===== config.mk =====
export PLATFORM = sky130hd
export DESIGN_NAME = lsu_store_ctrl
export DESIGN_NICKNAME = d
export VERILOG_FILES = /design/src/lsu_pkg.sv /design/src/lsu_store_ctrl.sv
export SDC_FILE = /design/constraint.sdc
export NUM_CORES = 1
export LEC_CHECK = 0
export BUFFER_PORTS_ARGS = -buffer_cell sky130_fd_sc_hd__clkbuf_2
export CORE_AREA = 2 2 174 176
export DETAILED_ROUTE_END_ITERATION = 8
export DIE_AREA = 0 0 176 178
export GPL_TIMING_DRIVEN = 0
export PLACE_DENSITY = 0.45
export SETUP_SLACK_MARGIN = 0.4
export SLEW_MARGIN = 25
export SYNTH_ARGS = -nofsm -noshare
export SYNTH_HDL_FRONTEND = slang
export SYNTH_SLANG_ARGS = --single-unit

===== constraint.sdc =====
create_clock -name clk -period 5 [get_ports clk]
set_input_delay 0.25 -clock clk [delete_from_list [all_inputs] [get_ports clk]]
set_output_delay 0.25 -clock clk [all_outputs]
set_load 0.01 [all_outputs]

===== src/lsu_pkg.sv =====
`default_nettype none

package lsu_pkg;

    // matrix unit output geometry
    localparam int MXU_ROWS   = 16;
    localparam int ROW_BYTES  = 16;
    localparam int ROW_W      = ROW_BYTES * 8;

    // on-chip bank geometry, 256 row words
    localparam int SRAM_AW    = 8;

    // instruction field widths
    localparam int ROW_SEL_W  = $clog2(MXU_ROWS);
    localparam int BYTE_SEL_W = $clog2(ROW_BYTES);
    localparam int LEN_W      = 3;
    localparam int CMD_ADDR_W = 12;

    // one int8 row, also the bank word
    typedef logic [ROW_W-1:0] row_t;

    // all output rows side by side, row 0 in the low bits
    typedef logic [MXU_ROWS-1:0][ROW_W-1:0] mxu_rows_t;

    // store instruction from the decoder
    typedef struct packed {
        // 0 iram, 1 wram
        logic                  target;
        logic [BYTE_SEL_W-1:0] start_x;
        logic [ROW_SEL_W-1:0]  start_y;
        logic [LEN_W-1:0]      len;
        // word address sits in the upper bits
        logic [CMD_ADDR_W-1:0] sram_addr;
    } store_cmd_t;

    // bank write port
    typedef struct packed {
        logic               en;
        logic [SRAM_AW-1:0] addr;
        row_t               data;
    } sram_wr_t;

    // bank read request
    typedef struct packed {
        logic               en;
        logic [SRAM_AW-1:0] addr;
    } sram_rd_t;

endpackage

`default_nettype wire


===== src/lsu_store_ctrl.sv =====
`timescale 1ns/1ps
`default_nettype none

module lsu_store_ctrl (
    input  wire logic                             clk,
    input  wire logic                             rst,

    // decoder side
    input  wire logic                             cmd_vld,
    input  wire lsu_pkg::store_cmd_t              cmd,
    output logic                                  cmd_rdy,

    // matrix side
    input  wire logic                             mxu_data_rdy,
    input  wire lsu_pkg::row_t                    row_data,
    output logic [lsu_pkg::ROW_SEL_W-1:0]         row_sel,
    output logic [lsu_pkg::BYTE_SEL_W-1:0]        win_start_x,
    output logic [lsu_pkg::LEN_W-1:0]             win_len,

    // bank write ports
    output lsu_pkg::sram_wr_t                     iram_wr,
    output lsu_pkg::sram_wr_t                     wram_wr
);

    logic                               busy;
    lsu_pkg::store_cmd_t                cmd_q;
    logic [lsu_pkg::ROW_SEL_W-1:0]      row_cnt;
    logic [lsu_pkg::SRAM_AW-1:0]        addr_cnt;

    logic [lsu_pkg::ROW_SEL_W-1:0]      last_row;
    logic                               accept;
    logic                               wr_fire;
    logic                               last_wr;

    // a row moves whenever the matrix side has data
    assign wr_fire  = busy & mxu_data_rdy;

    // windows never wrap past row 15
    assign last_row = cmd_q.start_y + lsu_pkg::ROW_SEL_W'(cmd_q.len);
    assign last_wr  = wr_fire & (row_cnt == last_row);

    // ready again while the final row is written
    assign cmd_rdy  = ~busy | last_wr;
    assign accept   = cmd_vld & cmd_rdy;

    // busy flag
    always_ff @(posedge clk) begin
        if (rst) begin
            busy <= 1'b0;
        end else if (accept) begin
            busy <= 1'b1;
        end else if (last_wr) begin
            busy <= 1'b0;
        end
    end

    // latched command
    always_ff @(posedge clk) begin
        if (accept) begin
            cmd_q <= cmd;
        end
    end

    // row and word counters
    always_ff @(posedge clk) begin
        if (accept) begin
            row_cnt  <= cmd.start_y;
            addr_cnt <= cmd.sram_addr[lsu_pkg::CMD_ADDR_W-1 -: lsu_pkg::SRAM_AW];
        end else if (wr_fire) begin
            row_cnt  <= row_cnt + 1'b1;
            addr_cnt <= addr_cnt + 1'b1;
        end
    end

    // window to the extractor, same cycle as the write
    assign row_sel     = row_cnt;
    assign win_start_x = cmd_q.start_x;
    assign win_len     = cmd_q.len;

    // steer by target, only one bank sees the enable
    always_comb begin
        iram_wr.en   = wr_fire & ~cmd_q.target;
        iram_wr.addr = addr_cnt;
        iram_wr.data = row_data;

        wram_wr.en   = wr_fire & cmd_q.target;
        wram_wr.addr = addr_cnt;
        wram_wr.data = row_data;
    end

endmodule

`default_nettype wire


## Word level (Yosys, flattened, before mapping)

Cells that the tools add are included.

| word-level totals | value |
|---|---|
| memory bits (writable) | 0 |
| memories kept | 0 |
| bits in latches | 0 |
| flip-flop bits (word level) | 25 |
| word-level logic and storage cells | 27 |
| input port bits | 156 |
| output and inout port bits | 286 |
| bits in read-only memories | 0 |

| operators by class | value |
|---|---|
| bitwise logic cells | 8 |
| order comparisons | 0 |
| div/mod/pow operators | 0 |
| $add $sub $neg | 3 |
| multiply operators | 0 |
| equal/unequal tests | 1 |
| shift operators | 0 |
| reduce and logical (&&, ||, !) cells | 2 |
| mux-type cells | 6 |

Operators by type and width:

| kind | number |
|---|---|
| 8-bit two-way mux | 2 |
| 8-bit by 1-bit adder with 8-bit output, second input constant | 1 |
| 4-bit two-way mux | 2 |
| 1-bit bitwise AND | 5 |
| 4-bit by 1-bit adder with 4-bit output, second input constant | 1 |
| 4-bit by 3-bit adder with 4-bit output | 1 |
| 4-bit == test | 1 |
| 2-bit nonzero test | 2 |
| 1-bit two-way mux | 2 |
| 1-bit NOT | 2 |
| 1-bit OR | 1 |

## Depth between registers and ports, before layout

| depth | value |
|---|---|
| depth after elaboration | 6 |
| mapped depth | 8 |
| depth with buffers taken out | 7 |

## Worst setup path after synthesis

Ideal clock, no wire load.

| timing | value |
|---|---|
| path type | reg2reg |
| from | register cmd_q, in the netlist win_len[0] |
| to | register addr_cnt[0] (netlist name), enable pin |
| period minus slack after synthesis | 2576 ps |
| stages on the path, launching flop included | 9 |
| library setup time | 321 ps |
| buffers on the path | 1 |
| arrival time | 2254 ps |
| setup slack | 2424 ps |
| data required time | 4679 ps |
| path through | edfxtp_1 -> ha_1 -> inv_1 -> fa_1 -> xor2_1 -> nand4_1 -> o41ai_4 -> buf_6 -> or2_2 |

| on the way | value |
|---|---|
| cells in the longest elaborated chain, start to end | 6 |

Ends and longest elaborated chain:

| what | RTL line | RTL |
|---|---|---|
| start, declared | lsu_store_ctrl.sv:26 | `lsu_pkg::store_cmd_t cmd_q;` |
| start signal, assigned | lsu_store_ctrl.sv:60 | `cmd_q <= cmd;` |
| 4-bit by 3-bit adder with 4-bit output | lsu_store_ctrl.sv:39 | `assign last_row = cmd_q.start_y + lsu_pkg::ROW_SEL_W'(cmd_q.len);` |
| 4-bit == test | lsu_store_ctrl.sv:40 | `assign last_wr = wr_fire & (row_cnt == last_row);` |
| 1-bit bitwise AND | lsu_store_ctrl.sv:40 |  |
| 1-bit OR | lsu_store_ctrl.sv:43 | `assign cmd_rdy = ~busy \| last_wr;` |
| 1-bit bitwise AND | lsu_store_ctrl.sv:44 | `assign accept = cmd_vld & cmd_rdy;` |
| via accept | lsu_store_ctrl.sv:31 | `logic accept;` |
| 2-bit nonzero test (no line) | -- |  |
| end signal, assigned | lsu_store_ctrl.sv:68 | `addr_cnt <= cmd.sram_addr[lsu_pkg::CMD_ADDR_W-1 -: lsu_pkg::SRAM_AW];` |
| end signal, assigned | lsu_store_ctrl.sv:71 | `addr_cnt <= addr_cnt + 1'b1;` |
| end, declared | lsu_store_ctrl.sv:28 | `logic [lsu_pkg::SRAM_AW-1:0] addr_cnt;` |

The timed path passes the listed nets, and every way through them passes these cells.
A chain may end at the register's enable or synchronous reset.

## Final worst setup path

| timing | value |
|---|---|
| from | register cmd_q, in the netlist win_len[0] |
| to | register addr_cnt[5] (netlist name), enable pin |

The elaborated chain is that of the path after synthesis.

==> impl_metrics.py <==
metrics = {
    "status": {
        "status": "finished clean",
    },
    "detailed_routing": {
        "drt-total-wl_um": 13900,
        "viasPerCell": 2.79,
        "wire_per_inst_um": 13.1,
        "ant_nets": 0,
        "drcViolationCount": 0,
        "vias": 2957,
        "dr.pass1.iters": 4,
        "drtIter0Drc": 32,
    },
    "worst_setup_path": {
        "cp_max_fo": 21,
        "cp-start-kind": "flop",
        "endpoint_kind": "flop",
        "cp.required_ns": 4.94,
        "critPathKind": "flop to flop",
        "crit_arrival_ns": 2.87,
    },
    "clock_network": {
        "cts_tree": "done",
        "clock_path_buffers": 2,
        "cts_resized": 0,
        "cts_hold_buf": 0,
        "worstSkewPairLatency_ns": 0.26,
        "postCtsSetupBuffers": 0,
        "cts_sinks": 25,
        "cts_root_buffer": "clkbuf_16",
        "htree_num_levels": 1,
        "numCtsBuffers": 3,
        "clk_pin_slew_ns": 0.07,
    },
    "finish": {
        "drive_above_1_share": 0.890,
        "nNetsFinal": 834,
        "stdcell_count": 1061,
        "register_area_um2": 741,
        "multi_input_area_um2": 500,
        "stdcell_area_mm2": 0.00543,
        "diodes": 0,
        "area_delta_synth_final_pct": 64.0,
        "num-fill-cells": 3360,
    },
    "place": {
        "place_inst": 1057,
        "place_hpwl_um": 12900,
        "place.gp.congestion": 0.769,
        "portBuffers": 309,
        "dpl_cell_area_mm2": 0.00534,
    },
    "flow_run": {
        "cap_viol_max_count": 0,
    },
    "sta": {
        "rsz0062_at_grt": "false",
        "fin_worst_skew_ns": 0.00514,
        "hold_violations": 0,
        "timing.hold.ws_ns": 0.135,
        "period_needed_ns": 2.94,
        "setup_tns_ns": 0,
        "finalCritPeriodShare": 0.587,
        "fmax_mhz": 341,
        "slew_headroom": 0.621,
        "setup_viol": 0,
        "worstMarginPinSlew_ns": 0.561,
        "slew_viol_final": 0,
    },
    "pwr": {
        "p_total_w": 0.000944,
        "power_density_mw_per_mm2": 174,
        "peakVddDrop_mv": 0.141,
        "p_leak_nw": 3.12,
    },
    "logic_synthesis": {
        "synth.area.top_cells": "buf_4, edfxtp_1, mux2_4, xor2_1, ha_1",
        "synth_top_area_share": 0.615,
        "ys_warn_count": 0,
        "synth_cell_types": 25,
        "yosysSeqAreaShare": 0.224,
        "synth_area_mm2": 0.00331,
        "yosys.area.top_type": "buf_4",
        "synth-seq-cells": 25,
        "synth_cells": 358,
        "avgSynthCellArea_um2": 9.24,
        "syn_nets": 520,
    },
    "floorplanning": {
        "die_y_um": 178,
        "die_w_um": 176,
        "dieArea_mm2": 0.0313,
        "start_util": 0.113,
        "rows": 63,
        "io_pins": 442,
        "coreArea_mm2": 0.0294,
    },
    "global_routing": {
        "gr-total-overflow": 0,
        "grt_start_max_net_pins": 22,
        "first_global_vias": 2713,
        "antenna_found_initial": 0,
        "grt_usage": 0.0769,
        "grt_pass1_wl_um": 17900,
    },
    "worst_hold_path": {
        "min_path_type": "input pin to flop",
    },
}
[kinds of logic (layout without fill, tap and decap cells)]
| group | after synthesis | in the layout | synth area share |
|---|---|---|---|
| adders and majority gates | 6 | 6 | 0.0250 |
| and+or+nand+nor | 19 | 19 | 0.0295 |
| DFF | 25 | 25 | 0.224 |
| muxes | 12 | 12 | 0.0469 |
| xor gates and xnor gates | 13 | 13 | 0.0344 |
| buffers and inverters | 278 | 591 | 0.625 |
| AOI/OAI and AO/OA | 5 | 5 | 0.0155 |
[synthesized netlist by cell type, drive strengths merged]
cell type,n
ha,5
nand2,3
fa,1
nor2b,1
nor2,2
and2,1
and3,2
mux2,10
xnor2,5
buf,272
a21oi,3
xor2,8
or2,1
dfxtp,1
nand3,6
nand2b,1
inv,6
edfxtp,24
nor3,1
nand4,1
o41ai,2
mux2i,2
[routing by layer]
| layer | GRT usage | share of wire | vias to the layer above |
|---|---|---|---|
| met3 | 0.0124 | 0.078 | 4 |
| met5 | 0 | 0 | - |
| met4 | 0.00826 | 0.0032 | 0 |
| met2 | 0.131 | 0.50 | 187 |
| met1 | 0.106 | 0.42 | 1283 |
| li1 | - | - | 1483 |
[where the power goes]
group	switching [W]	internal, W
clock	0.0000784	0.000109
sequential	0.0000240	0.000259
combinational	0.000199	0.000274
total	0.000302	0.000642
[worst max-delay path, cell delays in order, from the launching register on]
cell      delay, ns
edfxtp_1       0.40
ha_1           0.23
inv_1          0.07
fa_1           0.43
xor2_1         0.19
nand4_1        0.17
o41ai_4        0.42
buf_6          0.31
or2_2          0.37
[through the flow]
stage / worst slack, ns / util
6_report: 2.06 / 0.185
5_1_grt: 1.86 / 0.185
4_1_cts: 2.02 / 0.185
3_5_place_dp: 2.04 / 0.182
3_3_place_gp: 2.03 / 0.182
2_1_floorplan: 2.42 / -
[state kept, by name, indices dropped and copies added, names as in the netlist]
| register | cells |
|---|---|
| busy | 1 |
| cmd_q | 5 |
| win_len | 3 |
| win_start_x | 4 |
| addr_cnt | 8 |
| row_sel | 4 |
[area by class of cell]
| cell class | instances | share of cell area |
|---|---|---|
| Buffer | 272 | 0.377 |
| Timing Repair Buffer | 309 | 0.285 |
| Sequential cell | 25 | 0.136 |
| Multi-Input combinational cell | 55 | 0.0922 |
| Tap cell | 390 | 0.0899 |
| Clock buffer | 3 | 0.0138 |
| Inverter | 6 | 0.00415 |
| Clock inverter | 1 | 0.00138 |
[layout by cell type (no fill, tap or decap), types with 2 or more instances in the layout]
cell type / instances
mux2_4: 6
nand2_1: 3
and3_1: 2
clkbuf_2: 309
xor2_1: 8
edfxtp_1: 24
clkbuf_16: 3
xnor2_1: 5
mux2i_1: 2
nor2_1: 2
ha_1: 5
nand3_1: 6
buf_4: 271
inv_1: 6
a21oi_1: 3
mux2_2: 4
[final timing paths]
path | startpoint | endpoint | slack, ns | depth (start not counted)
worst min-delay path | rst | busy | 0.13 | 2
worst min register to register | busy | busy | 0.56 | 2
worst max register to register | win_len[0] | addr_cnt[5] | 2.06 | 8
worst max-delay path | win_len[0] | addr_cnt[5] | 2.06 | 8
(Power assumes the default switching activity.)
